<file path="config.mk">
export PLATFORM = sky130hd
export DESIGN_NAME = siggen_top
export DESIGN_NICKNAME = d
export VERILOG_FILES = /design/src/design/siggen_pkg.sv /design/src/design/spi_frame_if.sv /design/src/design/siggen_top.sv /design/src/design/freq_counter.sv /design/src/design/pwm_bank.sv /design/src/design/dds_bank.sv /design/src/design/command_decoder.sv /design/src/design/spi_slave.sv
export SDC_FILE = /design/constraint.sdc
export NUM_CORES = 2
export LEC_CHECK = 0
export ABC_AREA = 0
export BUFFER_PORTS_ARGS = -buffer_cell sky130_fd_sc_hd__buf_2
export CAP_MARGIN = 0
export CELL_PAD_IN_SITES_DETAIL_PLACEMENT = 1
export CELL_PAD_IN_SITES_GLOBAL_PLACEMENT = 1
export CORE_MARGIN = 3
export CORE_UTILIZATION = 36
export CTS_CLUSTER_DIAMETER = 200
export DETAILED_ROUTE_END_ITERATION = 10
export PLACE_DENSITY = 0.63
export SYNTH_ARGS = -nofsm -noshare
export SYNTH_HDL_FRONTEND = slang
export SYNTH_SLANG_ARGS = --single-unit
</file>
<file path="constraint.sdc">
create_clock -name clk -period 14 [get_ports clk]
set_clock_uncertainty 0.1 [all_clocks]
set_input_delay 2.8 -clock clk [delete_from_list [all_inputs] [get_ports clk]]
set_output_delay 2.8 -clock clk [all_outputs]
set_load 0.02 [all_outputs]
</file>
<file path="src/design/siggen_pkg.sv">
`default_nettype none

package siggen_pkg;

    localparam int cmd_len_max = 120;          // 15 bytes

    // frame length in bits picks the command
    localparam logic [7:0] len_query    = 8'd16;
    localparam logic [7:0] len_enable   = 8'd40;
    localparam logic [7:0] len_set_duty = 8'd88;
    localparam logic [7:0] len_set_freq = 8'd112;

    localparam logic [7:0] op_get_id     = 8'd0;
    localparam logic [7:0] op_get_config = 8'd1;
    localparam logic [7:0] op_get_result = 8'd4;

    localparam logic [7:0] dev_dds = 8'd0;
    localparam logic [7:0] dev_pwm = 8'd1;
    localparam logic [7:0] dev_fc  = 8'd2;

    localparam logic [7:0] grp_device = 8'd3;
    localparam logic [7:0] act_set    = 8'd2;
    localparam logic [7:0] act_enable = 8'd5;

    localparam logic [31:0] device_id_word = 32'h0104_0200;

    localparam logic [15:0] dds_type        = 16'd6;
    localparam logic [15:0] max_mv          = 16'd3300;
    localparam logic [7:0]  pwm_channels    = 8'd4;
    localparam logic [7:0]  pwm_bits        = 8'd32;
    localparam logic [7:0]  fc_channels     = 8'd2;
    localparam logic [7:0]  fc_resolution   = 8'd4;
    localparam logic [7:0]  fc_measure_type = 8'd6;    // hertz
    localparam logic [7:0]  fc_digits       = 8'd9;

    localparam int num_ch = 4;

    typedef logic [1:0]  chan_t;
    typedef logic [31:0] word_t;

endpackage

`default_nettype wire
</file>
<file path="src/design/spi_frame_if.sv">
`default_nettype none

interface spi_frame_if
    import siggen_pkg::*;
();

    logic [cmd_len_max-1:0] command;   // newest bit at lsb
    logic [7:0]             bit_count;
    logic                   frame_done;
    logic [cmd_len_max-1:0] response;
    logic                   response_load;

    modport slave (
        output command, bit_count, frame_done,
        input  response, response_load
    );

    modport decoder (
        input  command, bit_count, frame_done,
        output response, response_load
    );

endinterface

`default_nettype wire

</file>
<file path="src/design/siggen_top.sv">
`default_nettype none

module siggen_top
    import siggen_pkg::*;
#(
    parameter logic [31:0] MCLK = 32'd270_000_000,
    parameter int          FCLK = 27_000_000
)(
    input  logic              clk,
    input  logic              nreset,
    input  logic              sck,
    input  logic              mosi,
    input  logic              ncs,
    input  logic [1:0]        freq_in,
    output logic              miso,
    output logic              interrupt,
    output logic [num_ch-1:0] dds_out,
    output logic [num_ch-1:0] pwm_out
);

    word_t dds_code [num_ch];
    word_t pwm_period [num_ch];
    word_t pwm_duty [num_ch];
    word_t count0;
    word_t count1;
    logic  ready0;
    logic  ready1;
    logic  irq_clear;

    spi_frame_if frame ();

    assign interrupt = ready0 & ready1;    // both gates done

    spi_slave u_spi (
        .clk    (clk),
        .nreset (nreset),
        .sck    (sck),
        .mosi   (mosi),
        .ncs    (ncs),
        .miso   (miso),
        .frame  (frame.slave)
    );

    command_decoder #(.MCLK(MCLK)) u_dec (
        .clk        (clk),
        .nreset     (nreset),
        .count0     (count0),
        .count1     (count1),
        .ready0     (ready0),
        .ready1     (ready1),
        .frame      (frame.decoder),
        .dds_code   (dds_code),
        .pwm_period (pwm_period),
        .pwm_duty   (pwm_duty),
        .irq_clear  (irq_clear)
    );

    dds_bank u_dds (
        .clk      (clk),
        .nreset   (nreset),
        .dds_code (dds_code),
        .dds_out  (dds_out)
    );

    pwm_bank u_pwm (
        .clk        (clk),
        .nreset     (nreset),
        .pwm_period (pwm_period),
        .pwm_duty   (pwm_duty),
        .pwm_out    (pwm_out)
    );

    freq_counter #(.FCLK(FCLK)) u_fc0 (
        .clk       (clk),
        .nreset    (nreset),
        .sig       (freq_in[0]),
        .irq_clear (irq_clear),
        .count     (count0),
        .ready     (ready0)
    );

    freq_counter #(.FCLK(FCLK)) u_fc1 (
        .clk       (clk),
        .nreset    (nreset),
        .sig       (freq_in[1]),
        .irq_clear (irq_clear),
        .count     (count1),
        .ready     (ready1)
    );

endmodule

`default_nettype wire

</file>
<file path="src/design/freq_counter.sv">
`default_nettype none

module freq_counter
    import siggen_pkg::*;
#(
    parameter int FCLK = 27_000_000
)(
    input  logic  clk,
    input  logic  nreset,
    input  logic  sig,
    input  logic  irq_clear,
    output word_t count,
    output logic  ready
);

    logic [1:0] sig_sync;
    logic       sig_prev;
    logic       sig_rise;
    logic       gate_end;
    word_t      gate_cnt;
    word_t      edge_cnt;

    assign sig_rise = sig_sync[1] & ~sig_prev;
    assign gate_end = gate_cnt == word_t'(FCLK - 1);

    always_ff @(posedge clk) begin
        if (!nreset) begin
            sig_sync <= '0;
            sig_prev <= 1'b0;
            gate_cnt <= '0;
            edge_cnt <= '0;
            count    <= '0;
            ready    <= 1'b0;
        end else begin
            sig_sync <= {sig_sync[0], sig};
            sig_prev <= sig_sync[1];
            if (gate_end) begin
                gate_cnt <= '0;
                edge_cnt <= '0;
                count    <= edge_cnt + word_t'(sig_rise);    // overwrites unread result
                ready    <= 1'b1;
            end else begin
                gate_cnt <= gate_cnt + 32'd1;
                if (sig_rise)
                    edge_cnt <= edge_cnt + 32'd1;
                if (irq_clear)
                    ready <= 1'b0;
            end
        end
    end

endmodule

`default_nettype wire

</file>
<file path="src/design/pwm_bank.sv">
`default_nettype none

module pwm_bank
    import siggen_pkg::*;
(
    input  logic              clk,
    input  logic              nreset,
    input  word_t             pwm_period [num_ch],
    input  word_t             pwm_duty [num_ch],
    output logic [num_ch-1:0] pwm_out
);

    word_t cnt [num_ch];
    word_t period_eff [num_ch];

    for (genvar i = 0; i < num_ch; i++) begin : g_ch
        assign period_eff[i] = (pwm_period[i] == '0) ? 32'd1 : pwm_period[i];
        assign pwm_out[i]    = cnt[i] < pwm_duty[i];

        always_ff @(posedge clk) begin
            if (!nreset)
                cnt[i] <= '0;
            else if (cnt[i] >= period_eff[i] - 32'd1)
                cnt[i] <= '0;    // also catches a shortened period
            else
                cnt[i] <= cnt[i] + 32'd1;
        end

        // a new period is seen one cycle late
        a_cnt_in_period: assert property (@(posedge clk) disable iff (!nreset)
            cnt[i] < $past(period_eff[i]));
    end

endmodule

`default_nettype wire

</file>
<file path="src/design/dds_bank.sv">
`default_nettype none

module dds_bank
    import siggen_pkg::*;
(
    input  logic              clk,
    input  logic              nreset,
    input  word_t             dds_code [num_ch],
    output logic [num_ch-1:0] dds_out
);

    word_t acc [num_ch];

    for (genvar i = 0; i < num_ch; i++) begin : g_ch
        assign dds_out[i] = acc[i][31];    // square wave from phase msb

        always_ff @(posedge clk) begin
            if (!nreset)
                acc[i] <= '0;
            else
                acc[i] <= acc[i] + dds_code[i];
        end
    end

endmodule

`default_nettype wire

</file>
<file path="src/design/command_decoder.sv">
`default_nettype none

module command_decoder
    import siggen_pkg::*;
#(
    parameter logic [31:0] MCLK = 32'd270_000_000
)(
    input  logic          clk,
    input  logic          nreset,
    input  word_t         count0,
    input  word_t         count1,
    input  logic          ready0,
    input  logic          ready1,
    spi_frame_if.decoder  frame,
    output word_t         dds_code [num_ch],
    output word_t         pwm_period [num_ch],
    output word_t         pwm_duty [num_ch],
    output logic          irq_clear
);

    word_t                  dds_shadow [num_ch];
    word_t                  duty_shadow [num_ch];
    logic [num_ch-1:0]      dds_en;
    logic [num_ch-1:0]      pwm_en;
    logic [cmd_len_max-1:0] cmd;
    logic [cmd_len_max-1:0] query_resp;
    chan_t                  en_ch;
    chan_t                  duty_ch;
    chan_t                  freq_ch;
    logic                   en_on;
    word_t                  new_period;
    word_t                  new_duty;
    word_t                  new_code;

    // byte k of a len-bit frame, k = 0 is the first byte sent
    function automatic logic [7:0] frame_byte(input logic [cmd_len_max-1:0] c,
                                              input int len, input int k);
        return c[len - 1 - 8 * k -: 8];
    endfunction

    function automatic word_t frame_word(input logic [cmd_len_max-1:0] c,
                                         input int len, input int k);
        return c[len - 1 - 8 * k -: 32];
    endfunction

    function automatic logic hdr_ok(input logic [cmd_len_max-1:0] c,
                                    input int len, input logic [7:0] act);
        return frame_byte(c, len, 1) == grp_device && frame_byte(c, len, 2) == act;
    endfunction

    assign cmd        = frame.command;
    assign en_ch      = chan_t'(frame_byte(cmd, len_enable, 3));
    assign en_on      = frame_byte(cmd, len_enable, 4) != 8'h00;
    // 11-byte frame: byte 3 selects the channel, period is the 24 bits after it
    assign duty_ch    = chan_t'(frame_byte(cmd, len_set_duty, 3));
    assign new_period = frame_word(cmd, len_set_duty, 3) & 32'h00ff_ffff;
    assign new_duty   = frame_word(cmd, len_set_duty, 7);
    assign freq_ch    = chan_t'(frame_byte(cmd, len_set_freq, 3));
    assign new_code   = frame_word(cmd, len_set_freq, 4);    // padding follows

    always_comb begin
        query_resp = '0;
        case (frame_byte(cmd, len_query, 0))
            op_get_id:     query_resp = {device_id_word, 88'h0};
            op_get_config: begin
                case (frame_byte(cmd, len_query, 1))
                    dev_dds: query_resp = {dds_type, 16'h0, 32'h0, MCLK, max_mv, 8'h0};
                    dev_pwm: query_resp = {MCLK, pwm_channels, pwm_bits, 8'h0, 64'h0};
                    dev_fc:  query_resp = {fc_channels, fc_resolution, fc_measure_type,
                                           8'h0, fc_digits, 80'h0};
                    default: query_resp = '0;
                endcase
            end
            op_get_result: query_resp = {count0, count1, 56'h0};
            default:       query_resp = '0;    // status
        endcase
    end

    always_ff @(posedge clk) begin
        if (!nreset) begin
            for (int i = 0; i < num_ch; i++) begin
                dds_code[i]    <= '0;
                dds_shadow[i]  <= '0;
                pwm_period[i]  <= 32'd1;
                pwm_duty[i]    <= '0;
                duty_shadow[i] <= '0;
            end
            dds_en              <= '0;
            pwm_en              <= '0;
            irq_clear           <= 1'b0;
            frame.response      <= '0;
            frame.response_load <= 1'b0;
        end else begin
            frame.response_load <= frame.frame_done;
            irq_clear           <= 1'b0;
            if (frame.frame_done) begin
                frame.response <= '0;
                case (frame.bit_count)
                    len_query: begin
                        frame.response <= query_resp;
                        if (frame_byte(cmd, len_query, 0) == op_get_result)
                            irq_clear <= ready0 | ready1;    // only when a result waits
                    end
                    len_enable: begin
                        if (hdr_ok(cmd, len_enable, act_enable)) begin
                            if (frame_byte(cmd, len_enable, 0) == dev_dds) begin
                                dds_en[en_ch]   <= en_on;
                                dds_code[en_ch] <= en_on ? dds_shadow[en_ch] : '0;
                            end else if (frame_byte(cmd, len_enable, 0) == dev_pwm) begin
                                pwm_en[en_ch]   <= en_on;
                                pwm_duty[en_ch] <= en_on ? duty_shadow[en_ch] : '0;
                            end
                        end
                    end
                    len_set_duty: begin
                        if (hdr_ok(cmd, len_set_duty, act_set)) begin
                            pwm_period[duty_ch]  <= new_period;
                            duty_shadow[duty_ch] <= new_duty;
                            if (pwm_en[duty_ch])
                                pwm_duty[duty_ch] <= new_duty;
                        end
                    end
                    len_set_freq: begin
                        if (hdr_ok(cmd, len_set_freq, act_set)) begin
                            dds_shadow[freq_ch] <= new_code;
                            if (dds_en[freq_ch])
                                dds_code[freq_ch] <= new_code;
                        end
                    end
                    default: ;    // unknown length, zero response
                endcase
            end
        end
    end

    a_irq_clear_pulse: assert property (@(posedge clk) disable iff (!nreset)
        irq_clear |=> !irq_clear);

endmodule

`default_nettype wire

</file>
<file path="src/design/spi_slave.sv">
`default_nettype none

module spi_slave
    import siggen_pkg::*;
(
    input  logic       clk,
    input  logic       nreset,
    input  logic       sck,
    input  logic       mosi,
    input  logic       ncs,
    output logic       miso,
    spi_frame_if.slave frame
);

    logic [1:0]             sck_sync;
    logic [1:0]             mosi_sync;
    logic [1:0]             ncs_sync;
    logic                   sck_prev;
    logic                   ncs_prev;
    logic                   sck_rise;
    logic                   sck_fall;
    logic                   selected;
    logic [cmd_len_max-1:0] shift_out;

    assign selected = ~ncs_sync[1];
    assign sck_rise = sck_sync[1] & ~sck_prev;
    assign sck_fall = ~sck_sync[1] & sck_prev;
    assign miso     = selected ? shift_out[cmd_len_max-1] : 1'b0;

    always_ff @(posedge clk) begin
        if (!nreset) begin
            sck_sync         <= '0;
            mosi_sync        <= '0;
            ncs_sync         <= 2'b11;
            sck_prev         <= 1'b0;
            ncs_prev         <= 1'b1;
            shift_out        <= '0;
            frame.bit_count  <= '0;
            frame.frame_done <= 1'b0;
        end else begin
            sck_sync         <= {sck_sync[0], sck};
            mosi_sync        <= {mosi_sync[0], mosi};
            ncs_sync         <= {ncs_sync[0], ncs};
            sck_prev         <= sck_sync[1];
            ncs_prev         <= ncs_sync[1];
            frame.frame_done <= ncs_sync[1] & ~ncs_prev;    // deselect edge

            if (frame.response_load) begin
                shift_out       <= frame.response;
                frame.bit_count <= '0;
            end else if (selected && sck_rise) begin
                frame.bit_count <= frame.bit_count + 8'd1;
            end else if (selected && sck_fall) begin
                shift_out <= {shift_out[cmd_len_max-2:0], 1'b0};
            end
        end
    end

    // mosi shift register
    always_ff @(posedge clk) begin
        if (selected && sck_rise)
            frame.command <= {frame.command[cmd_len_max-2:0], mosi_sync[1]};
    end

    // decoder answers exactly one cycle after the frame end
    a_load_after_done: assert property (@(posedge clk) disable iff (!nreset)
        frame.response_load |-> $past(frame.frame_done));

endmodule

`default_nettype wire

</file>
==> flow_metrics.py <==
metrics = {
    "synth": {
        "yosysUniqueCellTypes": 82,
        "ys_async_sr_fraction": 0,
        "synth.most_common_cell": "nor2_1",
        "netlist_top_cells_area": "dfxtp_1 26%, edfxtp_1 21%, ha_1 7.2%",
        "synth_top_cell_by_area": "dfxtp_1",
        "post_synth_most_frequent_cells": "978 x nor2_1, 884 x dfxtp_1, 589 x nand2_1",
        "syn_area_per_cell_um2": 9.56,
        "synth_edf_count": 488,
        "yosys.area.top_type_share": 0.257,
        "synth_ff_type": "dfxtp_1",
        "syn_area_mm2": 0.0688,
        "yosys_register_bits": 1372,
        "syn_inst": 7197,
        "yosysSeqAreaShare": 0.470,
        "ys_warn_count": 0,
    },
    "sta": {
        "min_period_ns": 6.51,
        "tns_ns": 0,
        "tightestPinTransition_ns": 1.28,
        "max_freq_mhz": 154,
        "final_max_slew_viol_count": 0,
        "rsz0062_at_grt": "no",
        "relSlewSlack": 0.140,
        "setup_viol": 0,
        "finalCritPeriodShare": 0.465,
        "finalHoldViolCount": 0,
    },
    "place": {
        "dp.cells": 9491,
        "gp_congestion": 0.821,
        "dp_hpwl_mm": 137,
        "postPlaceCellArea_mm2": 0.0717,
        "port_buffers": 16,
    },
    "layout": {
        "nNetsFinal": 7562,
        "drive_gt1_frac": 0.0691,
        "syn_to_final_growth_pct": 12.1,
        "final_cell_count_no_fill": 9789,
        "final_area_mm2": 0.0772,
        "fill_cells": 21152,
        "seqCellArea_mm2": 0.0324,
        "final_util": 0.409,
        "multi_input_area_mm2": 0.0347,
    },
    "cts": {
        "cts.sinks": 1372,
        "cts.path.max_buffers": 3,
        "cts_buffers": 159,
        "h-tree-depth": 4,
        "cts-root-buf": "clkbuf_16",
        "cts_tree": "yes",
        "path_clk_slew_ns": 0.06,
        "clk_latency_ns": 0.80,
        "post_cts_resized": 0,
        "post_cts_buffers": 0,
        "cts_hold_buf": 0,
    },
    "worst_setup_path": {
        "r2r_slack_ns": 8.41,
        "cp.required_ns": 11.10,
        "start_kind": "flip-flop",
        "worstSetupEndpointType": "primary output",
        "critPathArrivalTime_ns": 3.61,
        "setup.worst_path.class": "reg -> out",
        "cp_max_fo": 4,
    },
    "global_route": {
        "grt_pass1_wl_mm": 315,
        "grt_start_max_net_pins": 194,
        "grt_use_total": 0.201,
        "grt.overflow.total": 0,
        "first_global_vias": 54175,
        "antenna_found_initial": 5,
    },
    "drt": {
        "dr_total_vias": 53112,
        "drcViolationCount": 0,
        "vias_per_cell": 5.43,
        "route.detailed.wl_per_inst_um": 20.5,
        "wl_met3_mm": 8.96,
        "highest_layer": "met4",
        "met2_length_mm": 90.9,
        "wl_mm": 201,
        "ant_nets": 0,
        "drt_first_pass_iters": 7,
        "drt_iter0_markers": 3715,
        "wl_met1_mm": 95.7,
    },
    "power": {
        "leakagePower_nw": 28.0,
        "p_per_area_mw_per_mm2": 116,
        "irDropWorstVdd_mv": 0.111,
    },
    "outcome": {
        "outcome": "complete, no violations",
    },
    "floorplanning": {
        "rows": 159,
        "ioPinCount": 17,
        "core_area_mm2": 0.189,
        "dieArea_mm2": 0.196,
        "fp.dieW_um": 443,
        "dieHeight_um": 443,
        "initial_utilization": 0.364,
    },
    "worst_hold_path": {
        "min_path_type": "reg -> reg",
    },
    "flow_run": {
        "cap_violations": 0,
    },
}
==> path summary, 6_finish.rpt <==
kind,end,start,cells after the start
worst max-delay path,pwm_out[0],u_pwm.cnt[0][1],11
worst min-delay path,u_spi.frame.frame_done,u_spi.ncs_prev,1
worst max register to register,u_pwm.cnt[3][9],u_dec.pwm_period[17],26
worst min register to register,u_spi.frame.frame_done,u_spi.ncs_prev,1
==> layer usage <==
layer | global-route usage | vias up
met4 | 0.0548 | 0
met3 | 0.0267 | 259
met5 | 0 | -
li1 | - | 25436
met2 | 0.322 | 947
met1 | 0.284 | 26470
==> registers in the layout, indices dropped and copies added (netlist names), 65 cells and up, named ones only <==
register and count:
u_dds.acc 128, u_dec.dds_code 128, u_dec.dds_shadow 128, u_dec.duty_shadow 128, u_dec.frame.response 65, u_dec.pwm_duty 128, u_dec.pwm_period 96, u_pwm.cnt 128
u_spi.frame.command 104, u_spi.shift_out 110
==> final cells by class <==
| class | count | area share |
|---|---|---|
| clock buffers | 236 | 0.0611 |
| inverters | 203 | 0.00997 |
| clock inverters | 58 | 0.00945 |
| well taps | 2495 | 0.0405 |
| flip-flops and latches | 1372 | 0.419 |
| repair buffers | 109 | 0.0103 |
| multi-input cells | 5312 | 0.449 |
| diodes | 4 | 0.000130 |
==> layout by cell type, fill, tap and decap left out, types with 40 or more instances in the layout <==
cell         n
a211oi_1   194
and3_1      69
a21oi_1    410
a21o_1     158
nand4_1    104
clkbuf_16  166
and2_1     353
conb_1     144
nor2b_1     53
nand2_1    589
a22oi_1    302
nor3_1      85
nand3_1    198
nor4_1      68
a31oi_1     44
buf_4       93
xnor2_1    210
xor2_1     269
a22o_1     172
dfxtp_1    881
nor2_1     962
edfxtp_1   488
inv_1      201
nand2b_1    60
ha_1       394
o21ai_0    103
clkbuf_1    40
mux4_2      66
==> where the power goes <==
group	internal, mW	switching (mW)	leakage, nW
clock network	2.57	1.75	2.65
registers	4.19	0.0700	11.6
logic	0.135	0.232	13.7
total	6.90	2.05	28.0
==> metrics by stage <==
stage,worst slack [ns],power (mW),hold slack (ns)
after floorplan,4.21,4.58,0.267
final,7.49,8.95,0.301
after detailed placement,7.77,4.72,0.296
after global routing,7.19,9.29,0.313
after global placement,7.82,4.70,0.290
after CTS,7.34,9.08,0.305
==> cell families after synthesis <==
logic type | synth area share
muxes | 0.0234
buffers and inverters | 0.0368
AOI/OAI and AO/OA | 0.151
adders and majority gates | 0.0728
xor gates and xnor gates | 0.0610
other | 0.0000545
DFF | 0.470
and+or+nand+nor | 0.185
==> critical path, stage by stage (launching register included) <==
cell and delay (ns):
edfxtp_1 0.45, ha_1 0.30, a21o_1 0.15, a21o_1 0.18, a21oi_1 0.14, o21ai_0 0.11, a21o_1 0.19, a21o_1 0.17
a21oi_1 0.15, o211ai_1 0.13, a311oi_1 0.59, buf_2 0.28
(Power assumes the default switching activity.)
